==> config.mk <==
export PLATFORM = sky130hd
export DESIGN_NAME = rv_cpu
export DESIGN_NICKNAME = d
export VERILOG_FILES = /design/src/design/rv_pkg.sv /design/src/design/rv_alu.sv /design/src/design/rv_regfile.sv /design/src/design/rv_decoder.sv /design/src/design/rv_control.sv /design/src/design/rv_mem_port.sv /design/src/design/rv_cpu.sv
export SDC_FILE = /design/constraint.sdc
export NUM_CORES = 2
export LEC_CHECK = 0
export BUFFER_PORTS_ARGS = -buffer_cell sky130_fd_sc_hd__buf_4
export CELL_PAD_IN_SITES_DETAIL_PLACEMENT = 2
export CELL_PAD_IN_SITES_GLOBAL_PLACEMENT = 2
export CORE_ASPECT_RATIO = 0.7
export CORE_MARGIN = 2
export CORE_UTILIZATION = 25
export CTS_CLUSTER_SIZE = 8
export DETAILED_ROUTE_END_ITERATION = 10
export MAX_ROUTING_LAYER = met4
export PLACE_DENSITY = 0.5
export SYNTH_ARGS = -nofsm -noshare
export SYNTH_HDL_FRONTEND = slang
export SYNTH_SLANG_ARGS = --single-unit
==> constraint.sdc <==
create_clock -name clk_in -period 10 [get_ports clk_in]
set_input_delay 1 -clock clk_in [delete_from_list [all_inputs] [get_ports clk_in]]
set_output_delay 1 -clock clk_in [all_outputs]
set_load 0.03 [all_outputs]
==> src/design/rv_pkg.sv <==
// shared types for the rv32i core
// imported by every design module
package rv_pkg;

	typedef logic [31:0] word_t;
	typedef logic [7:0] byte_t;
	typedef logic [4:0] reg_idx_t;

	typedef enum logic [3:0] {
		ALU_ADD,
		ALU_SUB,
		ALU_SLL,
		ALU_SRL,
		ALU_SRA,
		ALU_AND,
		ALU_OR,
		ALU_XOR,
		ALU_SLT,
		ALU_SLTU
	} alu_op_e;

	// matches funct3[1:0] of loads and stores
	typedef enum logic [1:0] {
		SIZE_BYTE = 2'd0,
		SIZE_HALF = 2'd1,
		SIZE_WORD = 2'd2
	} mem_size_e;

	typedef enum logic [6:0] {
		OP_LUI    = 7'b0110111,
		OP_AUIPC  = 7'b0010111,
		OP_JAL    = 7'b1101111,
		OP_JALR   = 7'b1100111,
		OP_BRANCH = 7'b1100011,
		OP_LOAD   = 7'b0000011,
		OP_STORE  = 7'b0100011,
		OP_IMM    = 7'b0010011,
		OP_REG    = 7'b0110011
	} opcode_e;

	typedef struct packed {
		opcode_e opcode;
		logic [2:0] funct3;
		reg_idx_t rd;
		reg_idx_t rs1;
		reg_idx_t rs2;
		// sign-extended for the instruction format
		word_t imm;
		alu_op_e alu_op;
		logic imm_sel;
		logic reg_we;
	} decoded_t;

	typedef struct packed {
		logic write;
		word_t addr;
		word_t wdata;
		mem_size_e size;
	} mem_req_t;

	typedef enum logic [2:0] {
		ST_FETCH,
		ST_FETCH_WAIT,
		ST_DECODE,
		ST_EXECUTE,
		ST_MEM_WAIT
	} ctrl_state_e;

endpackage

==> src/design/rv_alu.sv <==
// combinational alu for rv32i arithmetic, logic, shifts and compares
module rv_alu import rv_pkg::*; (
	input alu_op_e op,
	input word_t a,
	input word_t b,
	output word_t y
);

	logic [4:0] shamt;

	assign shamt = b[4:0];

	always_comb begin
		case (op)
			ALU_ADD:
				y = a + b;
			ALU_SUB:
				y = a - b;
			ALU_SLL:
				y = a << shamt;
			ALU_SRL:
				y = a >> shamt;
			ALU_SRA:
				y = word_t'($signed(a) >>> shamt);
			ALU_AND:
				y = a & b;
			ALU_OR:
				y = a | b;
			ALU_XOR:
				y = a ^ b;
			ALU_SLT:
				y = {31'b0, $signed(a) < $signed(b)};
			ALU_SLTU:
				y = {31'b0, a < b};
			default:
				y = '0;
		endcase
	end

endmodule

==> src/design/rv_regfile.sv <==
// 32 x 32-bit register file, two read ports and one write port
module rv_regfile import rv_pkg::*; (
	input logic clk_in,
	input logic rst_in,
	input logic rdy_in,
	input reg_idx_t rs1_idx,
	input reg_idx_t rs2_idx,
	output word_t rs1_val,
	output word_t rs2_val,
	input logic we,
	input reg_idx_t rd_idx,
	input word_t rd_val
);

	word_t regs [32];

	assign rs1_val = regs[rs1_idx];
	assign rs2_val = regs[rs2_idx];

	// x0 is cleared at reset and never written
	always_ff @(posedge clk_in) begin
		if (rst_in) begin
			for (int i = 0; i < 32; i++)
				regs[i] <= '0;
		end else if (rdy_in && we && rd_idx != '0) begin
			regs[rd_idx] <= rd_val;
		end
	end

endmodule

==> src/design/rv_decoder.sv <==
// combinational rv32i decoder
// builds the decoded-instruction struct with the format's immediate
module rv_decoder import rv_pkg::*; (
	input word_t instr,
	output decoded_t dec
);

	opcode_e opcode;
	logic [2:0] funct3;

	assign opcode = opcode_e'(instr[6:0]);
	assign funct3 = instr[14:12];

	assign dec.opcode = opcode;
	assign dec.funct3 = funct3;
	assign dec.rd = instr[11:7];
	assign dec.rs1 = instr[19:15];
	assign dec.rs2 = instr[24:20];

	always_comb begin
		case (opcode)
			OP_LUI, OP_AUIPC:
				dec.imm = {instr[31:12], 12'b0};
			OP_JAL:
				dec.imm = {{12{instr[31]}}, instr[19:12], instr[20], instr[30:21], 1'b0};
			OP_BRANCH:
				dec.imm = {{20{instr[31]}}, instr[7], instr[30:25], instr[11:8], 1'b0};
			OP_STORE:
				dec.imm = {{21{instr[31]}}, instr[30:25], instr[11:7]};
			// I format for loads, jalr and immediate alu ops
			default:
				dec.imm = {{21{instr[31]}}, instr[30:20]};
		endcase
	end

	// everything outside the alu opcodes adds
	always_comb begin
		dec.alu_op = ALU_ADD;
		if (opcode == OP_IMM || opcode == OP_REG) begin
			case (funct3)
				3'b000: dec.alu_op = (opcode == OP_REG && instr[30]) ? ALU_SUB : ALU_ADD;
				3'b001: dec.alu_op = ALU_SLL;
				3'b010: dec.alu_op = ALU_SLT;
				3'b011: dec.alu_op = ALU_SLTU;
				3'b100: dec.alu_op = ALU_XOR;
				// bit 30 picks sra and srai
				3'b101: dec.alu_op = instr[30] ? ALU_SRA : ALU_SRL;
				3'b110: dec.alu_op = ALU_OR;
				default: dec.alu_op = ALU_AND;
			endcase
		end
	end

	assign dec.imm_sel = (opcode != OP_REG);

	always_comb begin
		case (opcode)
			OP_LUI, OP_AUIPC, OP_JAL, OP_JALR, OP_LOAD, OP_IMM, OP_REG:
				dec.reg_we = 1'b1;
			default:
				dec.reg_we = 1'b0;
		endcase
	end

endmodule

==> src/design/rv_control.sv <==
// instruction sequencer that runs fetch, decode, execute and memory access in turn
// holds the pc, the instruction register and the latched operands
module rv_control import rv_pkg::*; (
	input logic clk_in,
	input logic rst_in,
	input logic rdy_in,
	input decoded_t dec,
	output word_t instr,
	output reg_idx_t rs1_idx,
	output reg_idx_t rs2_idx,
	input word_t rs1_val,
	input word_t rs2_val,
	output logic rd_we,
	output reg_idx_t rd_idx,
	output word_t rd_val,
	output alu_op_e alu_op,
	output word_t alu_a,
	output word_t alu_b,
	input word_t alu_y,
	output logic mem_start,
	output mem_req_t mem_req,
	input logic mem_done,
	input word_t mem_rdata
);

	ctrl_state_e state;
	word_t pc;
	word_t ir;
	word_t op1;
	word_t op2;
	word_t pc_plus4;
	word_t branch_target;
	word_t next_pc;
	word_t load_val;
	logic br_taken;
	logic is_mem;

	assign instr = ir;
	assign rs1_idx = dec.rs1;
	assign rs2_idx = dec.rs2;
	assign rd_idx = dec.rd;
	assign alu_op = dec.alu_op;

	assign pc_plus4 = pc + 32'd4;
	assign branch_target = pc + dec.imm;
	assign is_mem = (dec.opcode == OP_LOAD) || (dec.opcode == OP_STORE);

	// lui goes through the adder as 0 + imm
	always_comb begin
		case (dec.opcode)
			OP_AUIPC: alu_a = pc;
			OP_LUI: alu_a = '0;
			default: alu_a = op1;
		endcase
	end
	assign alu_b = dec.imm_sel ? dec.imm : op2;

	always_comb begin
		case (dec.funct3)
			3'b000: br_taken = (op1 == op2);
			3'b001: br_taken = (op1 != op2);
			3'b100: br_taken = ($signed(op1) < $signed(op2));
			3'b101: br_taken = ($signed(op1) >= $signed(op2));
			3'b110: br_taken = (op1 < op2);
			3'b111: br_taken = (op1 >= op2);
			default: br_taken = 1'b0;
		endcase
	end

	always_comb begin
		case (dec.opcode)
			OP_JAL: next_pc = branch_target;
			OP_JALR: next_pc = {alu_y[31:1], 1'b0};
			OP_BRANCH: next_pc = br_taken ? branch_target : pc_plus4;
			default: next_pc = pc_plus4;
		endcase
	end

	// port returns bytes low-aligned with the upper bits zero
	always_comb begin
		case (dec.funct3)
			3'b000: load_val = {{24{mem_rdata[7]}}, mem_rdata[7:0]};
			3'b001: load_val = {{16{mem_rdata[15]}}, mem_rdata[15:0]};
			default: load_val = mem_rdata;
		endcase
	end

	// loads write back only once the port is done
	assign rd_we = (state == ST_EXECUTE && dec.reg_we && dec.opcode != OP_LOAD) ||
		(state == ST_MEM_WAIT && mem_done && dec.opcode == OP_LOAD);

	always_comb begin
		if (state == ST_MEM_WAIT)
			rd_val = load_val;
		else if (dec.opcode == OP_JAL || dec.opcode == OP_JALR)
			rd_val = pc_plus4;
		else
			rd_val = alu_y;
	end

	always_ff @(posedge clk_in) begin
		if (rst_in) begin
			state <= ST_FETCH;
			pc <= '0;
			mem_start <= 1'b0;
		end else if (rdy_in) begin
			mem_start <= 1'b0;
			case (state)
				ST_FETCH: begin
					mem_start <= 1'b1;
					mem_req.write <= 1'b0;
					mem_req.addr <= pc;
					mem_req.wdata <= '0;
					mem_req.size <= SIZE_WORD;
					state <= ST_FETCH_WAIT;
				end
				ST_FETCH_WAIT: begin
					if (mem_done) begin
						ir <= mem_rdata;
						state <= ST_DECODE;
					end
				end
				ST_DECODE: begin
					op1 <= rs1_val;
					op2 <= rs2_val;
					state <= ST_EXECUTE;
				end
				ST_EXECUTE: begin
					if (is_mem) begin
						mem_start <= 1'b1;
						mem_req.write <= (dec.opcode == OP_STORE);
						mem_req.addr <= alu_y;
						mem_req.wdata <= op2;
						mem_req.size <= mem_size_e'(dec.funct3[1:0]);
						state <= ST_MEM_WAIT;
					end else begin
						pc <= next_pc;
						state <= ST_FETCH;
					end
				end
				ST_MEM_WAIT: begin
					if (mem_done) begin
						pc <= pc_plus4;
						state <= ST_FETCH;
					end
				end
				default: state <= ST_FETCH;
			endcase
		end
	end

endmodule

==> src/design/rv_mem_port.sv <==
// byte-serial memory port that turns word, half and byte requests into bus cycles
// reads need three cycles per byte, writes one
module rv_mem_port import rv_pkg::*; #(
	parameter int ADDR_W = 18
) (
	input logic clk_in,
	input logic rst_in,
	input logic rdy_in,
	input logic start,
	input mem_req_t req,
	output logic done,
	output word_t rdata,
	input byte_t mem_din,
	output byte_t mem_dout,
	output logic [ADDR_W-1:0] mem_a,
	output logic mem_wr
);

	logic busy;
	logic is_write;
	logic [1:0] byte_cnt;
	logic [1:0] last_byte;
	logic [1:0] phase;
	logic [1:0] req_last;
	word_t wdata_sr;

	always_comb begin
		case (req.size)
			SIZE_BYTE: req_last = 2'd0;
			SIZE_HALF: req_last = 2'd1;
			default: req_last = 2'd3;
		endcase
	end

	always_ff @(posedge clk_in) begin
		if (rst_in) begin
			busy <= 1'b0;
			done <= 1'b0;
			mem_wr <= 1'b0;
			mem_a <= '0;
			byte_cnt <= '0;
			phase <= '0;
		end else if (rdy_in) begin
			done <= 1'b0;
			if (!busy) begin
				// first address goes out in the cycle after the start pulse
				if (start) begin
					busy <= 1'b1;
					is_write <= req.write;
					last_byte <= req_last;
					byte_cnt <= '0;
					phase <= 2'd1;
					mem_a <= req.addr[ADDR_W-1:0];
					mem_wr <= req.write;
					mem_dout <= req.wdata[7:0];
					wdata_sr <= req.wdata >> 8;
					rdata <= '0;
				end
			end else if (is_write) begin
				if (byte_cnt == last_byte) begin
					busy <= 1'b0;
					mem_wr <= 1'b0;
					done <= 1'b1;
				end else begin
					byte_cnt <= byte_cnt + 2'd1;
					mem_a <= mem_a + 1'b1;
					mem_dout <= wdata_sr[7:0];
					wdata_sr <= wdata_sr >> 8;
				end
			end else begin
				// address, wait, then sample the registered byte
				case (phase)
					2'd0: begin
						mem_a <= mem_a + 1'b1;
						phase <= 2'd1;
					end
					2'd1: phase <= 2'd2;
					default: begin
						rdata[{byte_cnt, 3'b000} +: 8] <= mem_din;
						if (byte_cnt == last_byte) begin
							busy <= 1'b0;
							done <= 1'b1;
						end else begin
							byte_cnt <= byte_cnt + 2'd1;
							phase <= 2'd0;
						end
					end
				endcase
			end
		end
	end

endmodule

==> src/design/rv_cpu.sv <==
// rv32i core top level with a byte-wide memory bus
// ADDR_W sets the width of the external address
module rv_cpu import rv_pkg::*; #(
	parameter int ADDR_W = 18
) (
	input logic clk_in,
	input logic rst_in,
	input logic rdy_in,
	input byte_t mem_din,
	output byte_t mem_dout,
	output logic [ADDR_W-1:0] mem_a,
	output logic mem_wr
);

	decoded_t dec;
	word_t instr;
	reg_idx_t rs1_idx;
	reg_idx_t rs2_idx;
	word_t rs1_val;
	word_t rs2_val;
	logic rd_we;
	reg_idx_t rd_idx;
	word_t rd_val;
	alu_op_e alu_op;
	word_t alu_a;
	word_t alu_b;
	word_t alu_y;
	logic mem_start;
	mem_req_t mem_req;
	logic mem_done;
	word_t mem_rdata;

	rv_control rv_control_i (
		.clk_in(clk_in), .rst_in(rst_in), .rdy_in(rdy_in),
		.dec(dec), .instr(instr),
		.rs1_idx(rs1_idx), .rs2_idx(rs2_idx), .rs1_val(rs1_val), .rs2_val(rs2_val),
		.rd_we(rd_we), .rd_idx(rd_idx), .rd_val(rd_val),
		.alu_op(alu_op), .alu_a(alu_a), .alu_b(alu_b), .alu_y(alu_y),
		.mem_start(mem_start), .mem_req(mem_req),
		.mem_done(mem_done), .mem_rdata(mem_rdata)
	);

	rv_decoder rv_decoder_i (.instr(instr), .dec(dec));

	rv_regfile rv_regfile_i (
		.clk_in(clk_in), .rst_in(rst_in), .rdy_in(rdy_in),
		.rs1_idx(rs1_idx), .rs2_idx(rs2_idx), .rs1_val(rs1_val), .rs2_val(rs2_val),
		.we(rd_we), .rd_idx(rd_idx), .rd_val(rd_val)
	);

	rv_alu rv_alu_i (.op(alu_op), .a(alu_a), .b(alu_b), .y(alu_y));

	rv_mem_port #(.ADDR_W(ADDR_W)) rv_mem_port_i (
		.clk_in(clk_in), .rst_in(rst_in), .rdy_in(rdy_in),
		.start(mem_start), .req(mem_req), .done(mem_done), .rdata(mem_rdata),
		.mem_din(mem_din), .mem_dout(mem_dout), .mem_a(mem_a), .mem_wr(mem_wr)
	);

endmodule

==> impl_metrics.ini <==
[cts]
post-cts-setup-buffers = 0
clock_tree.root_cell = sky130_fd_sc_hd__clkbuf_16
clock_sinks = 1301
clk_latency_ps = 870
max-clock-path-buffers = 4
cts_tree = done
cts_made_buffers = 189
hold_buffer_count_at_cts = 0
htree_num_levels = 4
path_clk_slew_ps = 70
cts.repair.resized = 0

[global_routing]
first_global_vias = 63000
initial_antenna_violation_count = 30
maximum_number_of_pins_on_one_net_before_global_route_repair = 78
grt_pass1_wl_mm = 552
grt.overflow.total = 0
gr-usage-all-layers = 0.255

[sta]
setup_viol_count_final = 0
slew_viol_final = 0
min_period_over_period = 0.826
fin_skew_ps = 74.3
min_tclk_post_route_ps = 8260
worst_slew_margin_rel = 0.0719
total_negative_slack_ps = 0
fmax_mhz = 121
rsz0062_at_grt = no
finalHoldViolations = 0
worst_slew_pin_slew_ps = 1380

[pwr]
pwr_dens_mw_per_mm2 = 141
irDropWorstVdd_uv = 109
total_leakage_power_nw = 30.7
total_power_draw_mw = 12.6

[outcome]
status = completed

[critical_path]
r2r_end = rv_regfile_i.regs[12][21]$_SDFFCE_PN0P_
data_arrival_time_of_the_critical_path_ps = 8790
critPathLaunch = rv_control_i.instr[4]$_DFFE_PP_
cp_data_required_time_ps = 10530
path_max_fanout = 31
timing.critical_path.from_type = flop
category_of_the_worst_setup_path_capture_point = flop
ff2ff_setup_slack_ps = 1740
cell_count_of_the_worst_reg_to_reg_path = 19
path_class = flop to flop
r2r-start = rv_control_i.instr[4]$_DFFE_PP_

[drt]
wl_mm = 405
route.detailed.vias_per_inst = 5.83
drcViolationCount = 0
dr.pass1.iters = 6
routed-via-count = 62200
route.detailed.wl_per_inst_microns = 37.9
drt_iter0_markers = 8320
ant_nets = 0

[worst_hold_path]
hold_path_depth = 0
min_path_type = flop to flop
holdCritStartpoint = rv_control_i.mem_req[1]$_SDFFCE_PN1P_
holdPathEnd = rv_mem_port_i.last_byte[1]$_DFFE_PP_

[yosys]
list_of_most_frequent_post_synthesis_cells = sky130_fd_sc_hd__edfxtp_1 (1,240), sky130_fd_sc_hd__nor2_1 (1,084), sky130_fd_sc_hd__mux4_2 (646)
ys_async_sr_fraction = 0
synth_most_common_cell = sky130_fd_sc_hd__edfxtp_1
seq_cells_post_synth = 1301
synth_cells = 6531
netlist_area_sq_mm = 0.0790
syn-mean-instance-area_sq_um = 12.1
synth.top_cell.area_share = 0.472
synth.yosys.seq_area_share = 0.487
synth_ff_type = sky130_fd_sc_hd__edfxtp_1
synth_largest_area_cell = sky130_fd_sc_hd__edfxtp_1
yosys-top-cells-area = sky130_fd_sc_hd__edfxtp_1 (47%), sky130_fd_sc_hd__mux4_2 (18%), sky130_fd_sc_hd__nor2_1 (5.2%)
synth-edff-count = 1240
ys.warnings.count = 0
yosys.cell_types.count = 121

[die]
count_of_standard_cell_rows = 172
core_region_area_sq_mm = 0.314
start_util = 0.251
die-area_sq_mm = 0.320
die-width_microns = 676
die_height_microns = 474
ioPinCount = 38

[final_layout]
area_delta_synth_final_pct = 13.3
drive_above_1_share = 0.230
final_net_count = 6647
num-fill-cells = 33300

[placement]
gpl.final_weighted_congestion = 0.963
placement.io_buffers = 37
detailedPlacementHpwl_mm = 280

[job]
cap_violations = 0
## sequential cells by signal (all words and copies together) (netlist names), 3 cells and up
| name | count |
|---|---|
| rv_regfile_i.regs | 1024 |
| rv_control_i.mem_req | 53 |
| rv_control_i.instr | 32 |
| rv_control_i.op1 | 32 |
| rv_control_i.op2 | 32 |
| rv_control_i.pc | 32 |
| rv_mem_port_i.rdata | 32 |
| rv_mem_port_i.wdata_sr | 24 |
| rv_mem_port_i.mem_a | 18 |
| rv_mem_port_i.mem_dout | 8 |
| rv_control_i.state | 3 |
## cells by family (layout without fill, tap and decap cells)
| logic type | Yosys count | after routing | synth area share |
|---|---|---|---|
| mux | 814 | 814 | 0.207 |
| buf+inv | 775 | 688 | 0.0412 |
| flops | 1301 | 1301 | 0.487 |
| compound gates | 1262 | 1262 | 0.107 |
| xor+xnor | 75 | 75 | 0.00832 |
| fa+ha+maj | 188 | 188 | 0.0301 |
| other cells | 1 | 48 | 0.0000475 |
| simple gates | 2115 | 2115 | 0.119 |
## stage by stage
| step | setup WS (ps) | instances | util | hold WS (ps) | instance area [sq um] |
|---|---|---|---|---|---|
| after floorplan | 3650 | 6562 | - | 426 | 79100 |
| after global placement | 2170 | 10400 | 0.269 | 431 | 84500 |
| after detailed placement | 2010 | 10400 | 0.269 | 443 | 84500 |
| after CTS | 1990 | 10700 | 0.285 | 451 | 89400 |
| after global routing | 1390 | 10700 | 0.285 | 476 | 89400 |
| final | 1740 | 10700 | 0.285 | 453 | 89500 |
## routing by layer
metal	share of wire	global-route usage	vias to the layer above
li1	-	-	24900
met1	0.50	0.401	34100
met2	0.39	0.331	2805
met3	0.093	0.0566	418
met4	0.016	0.0413	0
met5	0	-	-
## placed cells by master, fill, tap and decap left out, drive strengths merged, types with 41 or more instances in the layout
master,instances
edfxtp,1240
nor2,1147
mux4,646
nand2,357
a21oi,323
buf,292
o21ai,263
clkbuf,209
nor3,208
ha,185
inv,175
mux2,99
a211oi,96
nand3,93
o211ai,92
nand4,71
mux2i,69
dfxtp,61
nor2b,59
a21o,51
a31oi,48
xnor2,43
o22ai,41
## how the worst max path moves through the flow
stage / cells after the start / end
floorplan: 4 / rv_control_i.op1[0]$_DFFE_PP_
global placement: 18 / rv_regfile_i.regs[19][30]$_SDFFCE_PN0P_
detailed placement: 18 / rv_regfile_i.regs[16][30]$_SDFFCE_PN0P_
CTS: 18 / rv_regfile_i.regs[13][30]$_SDFFCE_PN0P_
global route: 18 / rv_regfile_i.regs[15][30]$_SDFFCE_PN0P_
finish: 19 / rv_regfile_i.regs[12][21]$_SDFFCE_PN0P_
## worst max-delay path, stage by stage (launching register included)
cell,delay [ps]
sky130_fd_sc_hd__edfxtp_1,690
sky130_fd_sc_hd__or3b_1,720
sky130_fd_sc_hd__buf_4,360
sky130_fd_sc_hd__nor2_2,130
sky130_fd_sc_hd__buf_4,290
sky130_fd_sc_hd__mux2i_1,760
sky130_fd_sc_hd__inv_1,490
sky130_fd_sc_hd__ha_1,830
sky130_fd_sc_hd__nand2b_1,110
sky130_fd_sc_hd__o41ai_1,90
sky130_fd_sc_hd__a21oi_1,160
sky130_fd_sc_hd__nor4_1,940
sky130_fd_sc_hd__a211o_1,380
sky130_fd_sc_hd__and2_1,300
sky130_fd_sc_hd__mux2_2,370
sky130_fd_sc_hd__a221oi_1,270
sky130_fd_sc_hd__o21ai_0,300
sky130_fd_sc_hd__o21ai_2,220
sky130_fd_sc_hd__buf_4,390
sky130_fd_sc_hd__nor2_1,90
## cell type report
class | instances | area [sq um] | share of cell area
repair buffers | 292 | 2240 | 0.0251
flip-flops and latches | 1301 | 38500 | 0.430
diodes | 16 | 40.0 | 0.000448
clock buffers | 209 | 4830 | 0.0539
inverters | 178 | 677 | 0.00757
multi-input cells | 4486 | 37900 | 0.424
well taps | 4176 | 5230 | 0.0584
clock inverters | 9 | 83.8 | 0.000937
## power breakdown
part	switching [mW]	internal, mW
Combinational	0.330	0.188
Sequential	0.103	6.13
Clock	2.46	3.35
Total	2.90	9.67
Power figures use the tool's default switching activity.
